--- src/backend_settings.svh ---
`ifndef BACKEND_SETTINGS_SVH
`define BACKEND_SETTINGS_SVH

// architectural registers, r0 reads as zero
`define BACKEND_NUM_REGS 16

// local data RAM depth in 32-bit words
`define BACKEND_DMEM_WORDS 64

// multiplier iterations, 32 / steps multiplier bits per step
`define BACKEND_MUL_STEPS 4

`endif
--- src/pipeline_types.sv ---
package pipeline_types;

    typedef logic [31:0] word_t;
    typedef logic [3:0]  reg_addr_t;
    typedef logic [3:0]  op_t;
    typedef logic [15:0] imm_t;

    // instr layout: op[31:28] rd[27:24] rs1[23:20] rs2[19:16] imm[15:0]
    localparam op_t OP_NOP  = 4'd0;
    localparam op_t OP_ADD  = 4'd1;
    localparam op_t OP_SUB  = 4'd2;
    localparam op_t OP_AND  = 4'd3;
    localparam op_t OP_OR   = 4'd4;
    localparam op_t OP_XOR  = 4'd5;
    localparam op_t OP_SLT  = 4'd6;
    localparam op_t OP_ADDI = 4'd7;
    localparam op_t OP_MUL  = 4'd8;
    localparam op_t OP_LD   = 4'd9;
    localparam op_t OP_ST   = 4'd10;
    localparam op_t OP_BEQ  = 4'd11;
    localparam op_t OP_BNE  = 4'd12;

    typedef enum logic [1:0] {
        MUL_IDLE,
        MUL_RUN,
        MUL_DONE
    } mul_state_e;

    typedef struct packed {
        logic  valid;
        word_t pc;
        word_t instr;
    } pc_id_t;

    typedef struct packed {
        logic      valid;
        word_t     pc;
        op_t       op;
        reg_addr_t rd;
        reg_addr_t rs1;
        reg_addr_t rs2;
        imm_t      imm;
        logic      reg_write;
        logic      uses_rs2;
    } id_dispatch_t;

    typedef struct packed {
        logic      valid;
        op_t       op;
        reg_addr_t rd;
        word_t     operand_a;
        word_t     operand_b;
        word_t     store_data;
        logic      reg_write;
    } dispatch_ex_t;

    typedef struct packed {
        logic      valid;
        reg_addr_t rd;
        word_t     result;
        word_t     store_data;
        logic      reg_write;
        logic      is_load;
        logic      is_store;
    } ex_mem_t;

    typedef struct packed {
        logic      write_en;
        reg_addr_t write_addr;
        word_t     write_data;
    } data_write_t;

    typedef struct packed {
        logic      reg_write_en;
        reg_addr_t reg_write_addr;
        word_t     reg_write_data;
    } push_forward_t;

    typedef struct packed {
        logic pause_dispatch;
        logic pause_ex;
    } pause_t;

    typedef struct packed {
        logic stall_decode;
        logic stall_dispatch;
        logic stall_ex;
        logic bubble_ex;
        logic bubble_mem;
        logic flush_decode;
    } ctrl_t;

endpackage

--- src/ex.sv ---
`timescale 1ns/10ps
`include "backend_settings.svh"

module ex
    import pipeline_types::*;
(
    input  logic          clk,
    input  logic          reset_i,
    input  dispatch_ex_t  dispatch_ex_i,
    input  ctrl_t         ctrl_i,
    output logic          pause_ex_o,
    output push_forward_t ex_push_forward_o,
    output logic          ex_is_load_o,
    output reg_addr_t     ex_rd_o,
    output ex_mem_t       ex_mem_o
);

    localparam int STEP_BITS = 32 / `BACKEND_MUL_STEPS;
    localparam int CNT_W = $clog2(`BACKEND_MUL_STEPS);
    localparam logic [CNT_W-1:0] CNT_LAST = CNT_W'(`BACKEND_MUL_STEPS - 1);

    mul_state_e       mul_state;
    logic [CNT_W-1:0] mul_cnt;
    word_t            mul_acc;
    word_t            mul_mcand;
    word_t            mul_mplier;
    word_t            step_mcand;
    word_t            step_mplier;
    word_t            partial;
    logic             is_mul;
    word_t            result;
    ex_mem_t          next;

    assign is_mul = dispatch_ex_i.valid && dispatch_ex_i.op == OP_MUL;
    assign pause_ex_o = is_mul && mul_state != MUL_DONE;

    // first step is taken straight from the operands
    assign step_mcand  = (mul_state == MUL_IDLE) ? dispatch_ex_i.operand_a : mul_mcand;
    assign step_mplier = (mul_state == MUL_IDLE) ? dispatch_ex_i.operand_b : mul_mplier;
    assign partial     = step_mcand * word_t'(step_mplier[STEP_BITS-1:0]);

    always_ff @(posedge clk) begin
        if (reset_i) begin
            mul_state <= MUL_IDLE;
            mul_cnt   <= '0;
        end else begin
            case (mul_state)
                MUL_IDLE: begin
                    if (is_mul) begin
                        mul_state <= MUL_RUN;
                        mul_cnt   <= CNT_W'(1);
                    end
                end
                MUL_RUN: begin
                    mul_cnt <= mul_cnt + 1'b1;
                    if (mul_cnt == CNT_LAST) begin
                        mul_state <= MUL_DONE;
                    end
                end
                default: begin
                    mul_state <= MUL_IDLE;
                end
            endcase
        end
    end

    always_ff @(posedge clk) begin
        if (mul_state != MUL_DONE) begin
            mul_acc    <= (mul_state == MUL_IDLE) ? partial : mul_acc + partial;
            mul_mcand  <= step_mcand << STEP_BITS;
            mul_mplier <= step_mplier >> STEP_BITS;
        end
    end

    always_comb begin
        case (dispatch_ex_i.op)
            OP_ADD, OP_ADDI, OP_LD, OP_ST: result = dispatch_ex_i.operand_a + dispatch_ex_i.operand_b;
            OP_SUB: result = dispatch_ex_i.operand_a - dispatch_ex_i.operand_b;
            OP_AND: result = dispatch_ex_i.operand_a & dispatch_ex_i.operand_b;
            OP_OR:  result = dispatch_ex_i.operand_a | dispatch_ex_i.operand_b;
            OP_XOR: result = dispatch_ex_i.operand_a ^ dispatch_ex_i.operand_b;
            OP_SLT: begin
                result = {31'b0, $signed(dispatch_ex_i.operand_a) < $signed(dispatch_ex_i.operand_b)};
            end
            OP_MUL: result = mul_acc;
            default: result = '0;
        endcase
    end

    assign ex_is_load_o = dispatch_ex_i.valid && dispatch_ex_i.op == OP_LD;
    assign ex_rd_o      = dispatch_ex_i.rd;

    // no forward for loads or while the multiplier holds ex
    assign ex_push_forward_o.reg_write_en   = dispatch_ex_i.valid && dispatch_ex_i.reg_write &&
                                              !ex_is_load_o && !ctrl_i.stall_ex;
    assign ex_push_forward_o.reg_write_addr = dispatch_ex_i.rd;
    assign ex_push_forward_o.reg_write_data = result;

    always_comb begin
        next.valid      = dispatch_ex_i.valid;
        next.rd         = dispatch_ex_i.rd;
        next.result     = result;
        next.store_data = dispatch_ex_i.store_data;
        next.reg_write  = dispatch_ex_i.reg_write;
        next.is_load    = ex_is_load_o;
        next.is_store   = dispatch_ex_i.op == OP_ST;
    end

    always_ff @(posedge clk) begin
        ex_mem_o <= next;
        if (reset_i) begin
            ex_mem_o.valid <= 1'b0;
        end
    end

endmodule

--- config.mk ---
export PLATFORM = sky130hd
export DESIGN_NAME = ex
export DESIGN_NICKNAME = d
export VERILOG_FILES = /design/src/pipeline_types.sv /design/src/ex.sv
export VERILOG_INCLUDE_DIRS = /design/src
export SDC_FILE = /design/constraint.sdc
export NUM_CORES = 1
export LEC_CHECK = 0
export CELL_PAD_IN_SITES_DETAIL_PLACEMENT = 0
export CELL_PAD_IN_SITES_GLOBAL_PLACEMENT = 1
export CORE_UTILIZATION = 45
export DETAILED_ROUTE_END_ITERATION = 12
export DONT_BUFFER_PORTS = 1
export PLACE_DENSITY_LB_ADDON = 0.1
export SLEW_MARGIN = 5
export SYNTH_ARGS = -nofsm -noshare
export SYNTH_HDL_FRONTEND = slang
export SYNTH_SLANG_ARGS = --single-unit
--- constraint.sdc ---
create_clock -name clk -period 7.5 [get_ports clk]
set_input_delay 1.5 -clock clk [delete_from_list [all_inputs] [get_ports clk]]
set_output_delay 1.5 -clock clk [all_outputs]
set_load 0.01 [all_outputs]
==> results of run 1 <==
per-layer routing:
layer | vias to the layer above | wire length, um
met3 | 99 | 4084
li1 | 7616 | -
met5 | - | 0
met4 | 0 | 1795
met1 | 7991 | 27990
met2 | 613 | 26790
tightest hold or removal path, cell delays in order (launching register included):
cell and delay, ps:
dfxtp_1 310, o21ai_0 70, a21oi_1 70
cell families (layout without fill, tap and decap cells):
logic type / Yosys count / after routing
AOI/OAI and AO/OA: 531 / 531
xor gates and xnor gates: 62 / 62
adders and majority gates: 332 / 332
buffers and inverters: 385 / 573
DFF: 156 / 156
muxes: 20 / 20
and+or+nand+nor: 643 / 643
sequential cells by signal (all words and copies together), names as in the netlist:
signal	flops
mul_mplier	24
mul_cnt	2
mul_state	2
mul_mcand	24
mul_acc	32
ex_mem_o	72
cell type report:
cell class	count	area, um^2
Fill cell	3651	17410
Multi-Input combinational cell	1588	13190
Sequential cell	156	3924
Timing Repair Buffer	278	2210
Inverter	263	1015
Tap cell	518	648.1
Clock buffer	17	425.4
Clock inverter	15	185.2
Yosys cell counts (7+ instances only):
| master | instances | share of area (%) |
|---|---|---|
| nand3_1 | 16 | 0.45 |
| fa_1 | 159 | 18 |
| a22oi_1 | 9 | 0.38 |
| and3_1 | 10 | 0.35 |
| a21o_1 | 33 | 1.4 |
| buf_4 | 40 | 1.7 |
| dfxtp_1 | 76 | 8.5 |
| xnor2_1 | 40 | 2.0 |
| inv_1 | 247 | 5.2 |
| nor2b_1 | 20 | 0.70 |
| o21ai_0 | 133 | 3.7 |
| a211oi_1 | 23 | 0.96 |
| xor2_1 | 22 | 1.1 |
| ha_1 | 173 | 12 |
| nor2_1 | 253 | 5.3 |
| or2_2 | 17 | 0.59 |
| clkbuf_1 | 76 | 1.6 |
| nand2b_1 | 19 | 0.66 |
| a221oi_1 | 38 | 1.9 |
| o31ai_1 | 13 | 0.54 |
| o22ai_1 | 7 | 0.24 |
| o221ai_1 | 11 | 0.54 |
| edfxtp_1 | 80 | 13 |
| o21a_1 | 18 | 0.75 |
| nand2_1 | 176 | 3.7 |
| o21bai_1 | 15 | 0.63 |
| a21oi_1 | 127 | 3.5 |
| mux2i_1 | 16 | 0.89 |
| or3_1 | 11 | 0.38 |
| a21boi_0 | 15 | 0.63 |
| o211ai_1 | 16 | 0.67 |
| a31oi_1 | 17 | 0.59 |
| clkinv_1 | 14 | 0.29 |
| nor3_1 | 88 | 2.5 |
stage by stage:
stage / setup TNS [ps] / hold WS (ps) / std cells / utilization [%] / total power, mW
3_3_place_gp: -3952 / 460.2 / 2793 / 52.14 / 10.59
2_1_floorplan: -253.1 / 451.3 / 2129 / - / 7.249
3_5_place_dp: -4889 / 483.6 / 2793 / 52.14 / 10.74
4_1_cts: 0 / 495.2 / 2827 / 53.89 / 11.84
6_report: -31.60 / 489.1 / 2835 / 55.36 / 12.55
5_1_grt: -502.0 / 526.1 / 2835 / 55.36 / 13.74
final timing paths:
path / endpoint / slack, ps
min reg2reg: mul_cnt[1]$_SDFFE_PP0P_ / 490
max: mul_acc[31]$_DFFE_PP_ / -30
max reg2reg: mul_acc[31]$_DFFE_PP_ / 90
min: mul_cnt[1]$_SDFFE_PP0P_ / 490
power groups by stage:
stage	registers (mW)	clock network, mW	logic (mW)
detailed placement	1.35	0	9.39
global route	1.35	0.997	11.4
floorplan	1.28	0	5.97
CTS	1.33	0.972	9.53
global placement	1.34	0	9.25
finish	1.33	0.948	10.3
what timing repair did:
item                       4_1_cts  5_1_grt
resized for setup               14      101
gates cloned                     0        0
pin swaps                        7       46
setup buffers                    2        8
setup endpoints to repair        3       11
==> metrics.cfg, run 1 <==
[critical_path]
critical_path.max_fanout = 7
end_kind = register
crit_buf_inv = 6
worst_path_most_repeated_cell = buf_4
worst-path-stages = 27
cp.arrival_ps = 7770
cp.required_ps = 7730
critPathTopFamily = adder cells
max_stage_delay_ps = 570
start_kind = input pin
reg2reg_depth = 28
r2r-start = mul_state[0]$_SDFFE_PP0P_
crit_start = dispatch_ex_i[36]
critPathKind = input pin to register
slowest_stage = fa_1

[final_layout]
area_growth_syn_to_layout_pct = 20.41
fin_nets = 2750
final_common_cell = buf_4
antenna_cells = 0
fin_area_um2 = 21600
final_cell_mix = buf_4 (264), inv_1 (243), nor2_1 (241), nand2_1 (174), ha_1 (161)
drive_above_1_share_pct = 19.98

[placed_design]
globalplace.congestion = 0.9144
io_buffer_count = 0
detailed_place_hpwl_mm = 48.93
dpl-instance-area_um2 = 20340
dp_worst_setup_slack_ps = -747.2

[global_routing]
grt_max_degree = 81
globalRouteOverflowTotal = 0
grt_pass1_vias = 16260
grt_use_met2_pct = 46.38
grt-busiest-layer = met2
gr-usage-met1_pct = 42.75
grt_pass1_wl_mm = 93.43
grt_use_met3_pct = 5.815
antenna_found_initial = 0
grtUsageTotal_pct = 30.32

[logic_synthesis]
syn_area_per_cell_um2 = 8.424
synthDistinctLibCells = 73
async_flop_share_pct = 0
syn_nets = 2575
synth_enable_flop_cells = 80
synth_mux_area_share_pct = 1.144
synth_xor_area_share_pct = 3.028
yosysSeqAreaShare_pct = 21.88
synthCells = 2129
synth_top_family_by_area = adder cells
yosys.area_share.simple_pct = 15.93
synthFlopType = edfxtp_1
synth_warnings = 0
synth_compound_area_share_pct = 19.31
synth_seq_cells = 156
yosys.area_share.adder_pct = 29.82
syn-cell-area_um2 = 17930

[detailed_routing]
remaining_drc_errors = 0
first_pass_iters = 5
ant_nets = 0
wl_mm = 60.66
via_per_inst = 5.756
first_iter_violations = 1087
vias = 16320
wl_per_cell_um = 21.40

[cts]
htree_levels = 4
cts_tree = done
cts_buffer_depth = 2
insertion_delay_ps = 490
hold_buffers = 0
clk_pin_slew_ps = 70
numCtsBuffers = 17
cts.sinks = 156
root_buffer = clkbuf_16

[sta]
hold_viol = 0
maxSlewHeadroom_pct = 22.94
setup_viol = 1
drv_slew = 0
tightest_slew_ps = 1156
setup_slack_ps = -31.60
finalCritPeriodShare_pct = 100.4
post-route-min-period_ps = 7532
skew_ps = 16.70
max_freq_mhz = 132.8
rsz0062_at_grt = yes

[status]
status = finished, violations left
violations = setup timing

[floorplanning]
fp.coreArea_um2 = 39010
die_h_um = 201.6
fp-row-count = 72
die_w_um = 201.6
die-area_um2 = 40660
ios = 229
initial_core_util_pct = 45.98

[hold_path]
hold_path.class = register to register
hold_start = mul_cnt[1]$_SDFFE_PP0P_
whs_path_depth = 2

[power_and_ir_drop]
clkPwrFrac_pct = 7.6
switchingPower_mw = 5.647
seq_power_share_pct = 10.6
p_leak_nw = 9.832
p_int_mw = 6.906
peakVddDrop_uv = 373.3
p_comb_share_pct = 81.8
swShare_pct = 44.99
powerDensity_nw_per_um2 = 581.3

[flow_run]
cap_violations = 0

No activity file was read; power rests on OpenSTA's default activity.
==> run 2, diff against run 1 <==
--- a/config.mk
+++ b/config.mk
@@ -11,6 +11,7 @@
 export CORE_UTILIZATION = 45
 export DETAILED_ROUTE_END_ITERATION = 12
 export DONT_BUFFER_PORTS = 1
+export MAX_ROUTING_LAYER = met4
 export PLACE_DENSITY_LB_ADDON = 0.1
 export SLEW_MARGIN = 5
 export SYNTH_ARGS = -nofsm -noshare
==> metrics.cfg, run 2 (synthesized netlist as in run 1, its figures left out) <==
[sta]
skew_ps = 10.52
hold_viol = 0
tns_ps = -73.81
maxSlewHeadroom_pct = 43.32
post-route-min-period_ps = 7574
setup_slack_ps = -73.81
rsz0062_at_grt = yes
drv_slew = 0
tightest_slew_ps = 850.2
max_freq_mhz = 132.0
setup_viol = 1
finalCritPeriodShare_pct = 101.0

[final_layout]
fin_cells = 2842
final_common_cell = buf_4
largest_register_ff_count = 72
fin_util_pct = 55.38
final_cell_mix = buf_4 (269), inv_1 (244), nor2_1 (242), nand2_1 (173), ha_1 (164)
area_growth_syn_to_layout_pct = 20.45
fin_nets = 2757
fin_area_um2 = 21600
antenna_cells = 0
drive_above_1_share_pct = 20.05
regMostFlops = ex_mem_o
top_regs = ex_mem_o x72, mul_acc x32

[critical_path]
cp.required_ps = 7730
worst_path_most_repeated_cell = fa_1
end_kind = register
critPathKind = input pin to register
crit_start = dispatch_ex_i[75]
reg2reg_depth = 27
crit_buf_inv = 3
critPathTopFamily = compound AO/OA/AOI/OAI gates
worst-path-stages = 26
r2r-start = mul_state[1]$_SDFFE_PP0P_
critical_path.max_fanout = 6
slowest_stage = fa_1
cp.arrival_ps = 7800
max_stage_delay_ps = 530
start_kind = input pin

[detailed_routing]
remaining_drc_errors = 0
ant_nets = 0
wl_mm = 61.59
via_per_inst = 5.761
first_pass_iters = 6
wl_per_cell_um = 21.67
vias = 16370
first_iter_violations = 1258

[floorplanning]
fp-row-count = 72
initial_core_util_pct = 45.98
fp.coreArea_um2 = 39010
die_w_um = 201.6
die_h_um = 201.6
ios = 229
die-area_um2 = 40660

[global_routing]
grt_use_met3_pct = 4.373
globalRouteOverflowTotal = 0
grt-busiest-layer = met2
grt_max_degree = 62
grt_use_met2_pct = 47.36
grt_pass1_vias = 16200
antenna_found_initial = 0
grtUsageTotal_pct = 31.67
gr-usage-met1_pct = 44.23
grt_pass1_wl_mm = 94.34

[flow_run]
cap_violations = 0

[power_and_ir_drop]
peakVddDrop_uv = 398.2
p_leak_nw = 9.841
total_power_mw = 12.54
powerDensity_nw_per_um2 = 580.4

[cts]
numCtsBuffers = 17
cts_buffer_depth = 2
insertion_delay_ps = 490
htree_levels = 4
root_buffer = clkbuf_16
cts_tree = done
clk_pin_slew_ps = 70
hold_buffers = 0
cts.sinks = 156

[placed_design]
detailed_place_hpwl_mm = 49.71
dp.cells = 2791
globalplace.congestion = 0.9150
io_buffer_count = 0
dpl-instance-area_um2 = 20310

[hold_path]
hold_path.class = register to register
hold_start = mul_cnt[1]$_SDFFE_PP0P_
whs_path_depth = 2

[status]
violations = setup timing
status = finished, violations left

-- run 2: cell count changes in the layout (fill, tap and decap cells not counted), sizes merged --
cell and delta:
clkinvlp +3, clkinv -9, buf +7, inv +6
-- run 2: metrics by stage --
stage                     hold slack, ps  worst slack, ps
after global placement             460.0           -643.4
after CTS                          500.8            8.830
after floorplan                    451.3           -253.1
after detailed placement           489.1           -685.7
after global routing               550.4           -319.3
final                              498.2           -73.81
-- run 2: per-layer routing --
metal  routed length (um)  up-vias
met3                 3865       71
met5                    0        -
met4                 1591        0
met2                27480      573
li1                     -     7625
met1                28660     8103
-- run 2: final cells by class --
| cell class | instances | area, um^2 |
|---|---|---|
| Fill cell | 3604 | 17410 |
| Multi-Input combinational cell | 1588 | 13110 |
| Sequential cell | 156 | 3924 |
| Timing Repair Buffer | 285 | 2270 |
| Inverter | 263 | 1027 |
| Tap cell | 518 | 648.1 |
| Clock buffer | 17 | 425.4 |
| Clock inverter | 15 | 200.2 |
-- run 2: power by group --
group / switching (mW) / internal, mW
clock: 0.433 / 0.537
sequential: 0.146 / 1.19
combinational: 5.07 / 5.17
-- run 2: worst reg2reg max path, delay by kind of cell, from the launching register on --
kind / cells / cell delay [ps]
compound gates: 10 / 2830
fa+ha+maj: 5 / 2020
simple gates: 7 / 1350
buf+inv: 3 / 390
flops: 1 / 340
xor+xnor: 2 / 240
-- run 2: path summary, 6_finish.rpt --
| path | end | slack, ps |
|---|---|---|
| worst min register to register | mul_cnt[1]$_SDFFE_PP0P_ | 500 |
| worst max-delay path | mul_acc[31]$_DFFE_PP_ | -70 |
| worst min-delay path | mul_cnt[1]$_SDFFE_PP0P_ | 500 |
| worst max register to register | mul_acc[31]$_DFFE_PP_ | 60 |
-- run 2: what timing repair did --
item,4_1_cts,5_1_grt
pin swaps,10,43
buffers inserted,4,16
setup endpoints to repair,3,10
gates resized for setup,22,93
==> run 3, diff against run 2 <==
==> constraint.sdc (replaced) <==
create_clock -name clk -period 6.4 [get_ports clk]
set_input_delay 1.28 -clock clk [delete_from_list [all_inputs] [get_ports clk]]
set_output_delay 1.28 -clock clk [all_outputs]
set_load 0.01 [all_outputs]
==> metrics.cfg, run 3 (synthesized netlist as in run 1, its figures left out) <==
[detailed_routing]
remaining_drc_errors = 0
vias = 16690
via_per_inst = 5.718
ant_nets = 0
first_iter_violations = 1233
first_pass_iters = 5
wl_per_cell_um = 22.01
wl_mm = 64.24

[critical_path]
end_kind = register
start_kind = input pin
worst_path_most_repeated_cell = fa_1
critPathKind = input pin to register
crit_start = dispatch_ex_i[68]
cp.arrival_ps = 7520
max_stage_delay_ps = 560
slowest_stage = fa_1
critical_path.max_fanout = 7
r2r_slack_ps = -860
cp.required_ps = 6650
timing.rr.end = mul_acc[31]$_DFFE_PP_
r2r-start = mul_state[1]$_SDFFE_PP0P_
reg2reg_depth = 30

[final_layout]
multi_input_area_um2 = 13660
final_cell_mix = buf_4 (318), inv_1 (240), nor2_1 (229), nand2_1 (162), ha_1 (154)
antenna_cells = 0
final.fill_count = 3539
regMostFlops = ex_mem_o
top_regs = ex_mem_o x72, mul_acc x32
fin_nets = 2834
drive_above_1_share_pct = 25.82
final_common_cell = buf_4
area_growth_syn_to_layout_pct = 27.28
regArea_um2 = 3931
largest_register_ff_count = 72

[sta]
maxSlewHeadroom_pct = 43.21
tightest_slew_ps = 851.9
drv_slew = 0
tns_ps = -7603
max_freq_mhz = 137.4
hold_viol = 0
skew_ps = 11.26
finalCritPeriodShare_pct = 113.7
setup_viol = 14
post-route-min-period_ps = 7277
rsz0062_at_grt = yes
setup_slack_ps = -877.0

[hold_path]
hold_start = mul_cnt[1]$_SDFFE_PP0P_
whs_endpoint = mul_cnt[1]$_SDFFE_PP0P_
whs_path_depth = 2
hold_path.class = register to register

[status]
violations = setup timing
status = finished, violations left

[cts]
clk_pin_slew_ps = 70
hold_buffers = 0
cts.sinks = 156
numCtsBuffers = 17
root_buffer = clkbuf_16
cts_buffer_depth = 2
insertion_delay_ps = 500
cts_tree = done
htree_levels = 4

[global_routing]
globalRouteOverflowTotal = 0
grt_max_degree = 59
antenna_found_initial = 1
grt_pass1_wl_mm = 97.79
grtUsageTotal_pct = 32.91
grt_pass1_vias = 16900

[flow_run]
cap_violations = 0

[placed_design]
detailed_place_hpwl_mm = 51.55
globalplace.congestion = 0.9584
io_buffer_count = 0

[floorplanning]
die_w_um = 201.6
fp-row-count = 72
fp.coreArea_um2 = 39010
ios = 229
die-area_um2 = 40660
die_h_um = 201.6
initial_core_util_pct = 45.98

-- run 3: layout make-up --
class	instances	share of cell area, %
Tap cell	518	2.839
Clock inverter	15	0.8057
Clock buffer	17	1.864
Multi-Input combinational cell	1589	59.82
Timing Repair Buffer	361	13.01
Inverter	263	4.440
Sequential cell	156	17.22
-- run 3: metrics by stage --
step           cells  worst slack, ps  cell area (um^2)  utilization, %  hold WS (ps)
2_1_floorplan   2129            -1117             18500               -         451.3
3_3_place_gp    2847            -1374             20920           53.62         464.1
3_5_place_dp    2847            -1455             20920           53.62         467.4
4_1_cts         2908           -909.6             22350           57.28         480.9
5_1_grt         2919            -1128             22830           58.52         527.9
6_report        2919           -877.0             22830           58.52         481.8
-- run 3: per-layer routing --
metal	track usage (%)	vias to the layer above	part of all wire (%)
li1	-	7779	-
met1	42.96	8202	44
met2	51.54	618	47
met3	4.649	92	6.1
met4	12.85	0	3.3
met5	-	-	0
-- run 3: how the worst max path moves through the flow --
stage | end | slack (ps) | depth (start not counted)
after global routing | mul_acc[31]$_DFFE_PP_ | -1130 | 29
after detailed placement | mul_acc[30]$_DFFE_PP_ | -1460 | 32
final | mul_acc[31]$_DFFE_PP_ | -880 | 28
after CTS | mul_acc[31]$_DFFE_PP_ | -910 | 31
after global placement | mul_acc[30]$_DFFE_PP_ | -1370 | 32
after floorplan | mul_acc[31]$_DFFE_PP_ | -1120 | 27
-- run 3: worst max-delay path, delay by kind of cell --
kind | cells | cell delay, ps
XOR/XNOR | 2 | 320
AO/OA/AOI/OAI | 11 | 2140
AND/OR/NAND/NOR | 5 | 910
adder cells (fa/ha/maj) | 6 | 2580
buffers and inverters | 4 | 280
-- run 3: timing repair --
action,in CTS,in global routing
gates cloned,3,0
pin swaps,62,59
setup buffers,27,13
gates resized for setup,121,92
setup endpoints to repair,19,20
Power of run 3 is not shown: default switching activity piles up to over one toggle a cycle in this logic, so the estimate is an artifact.
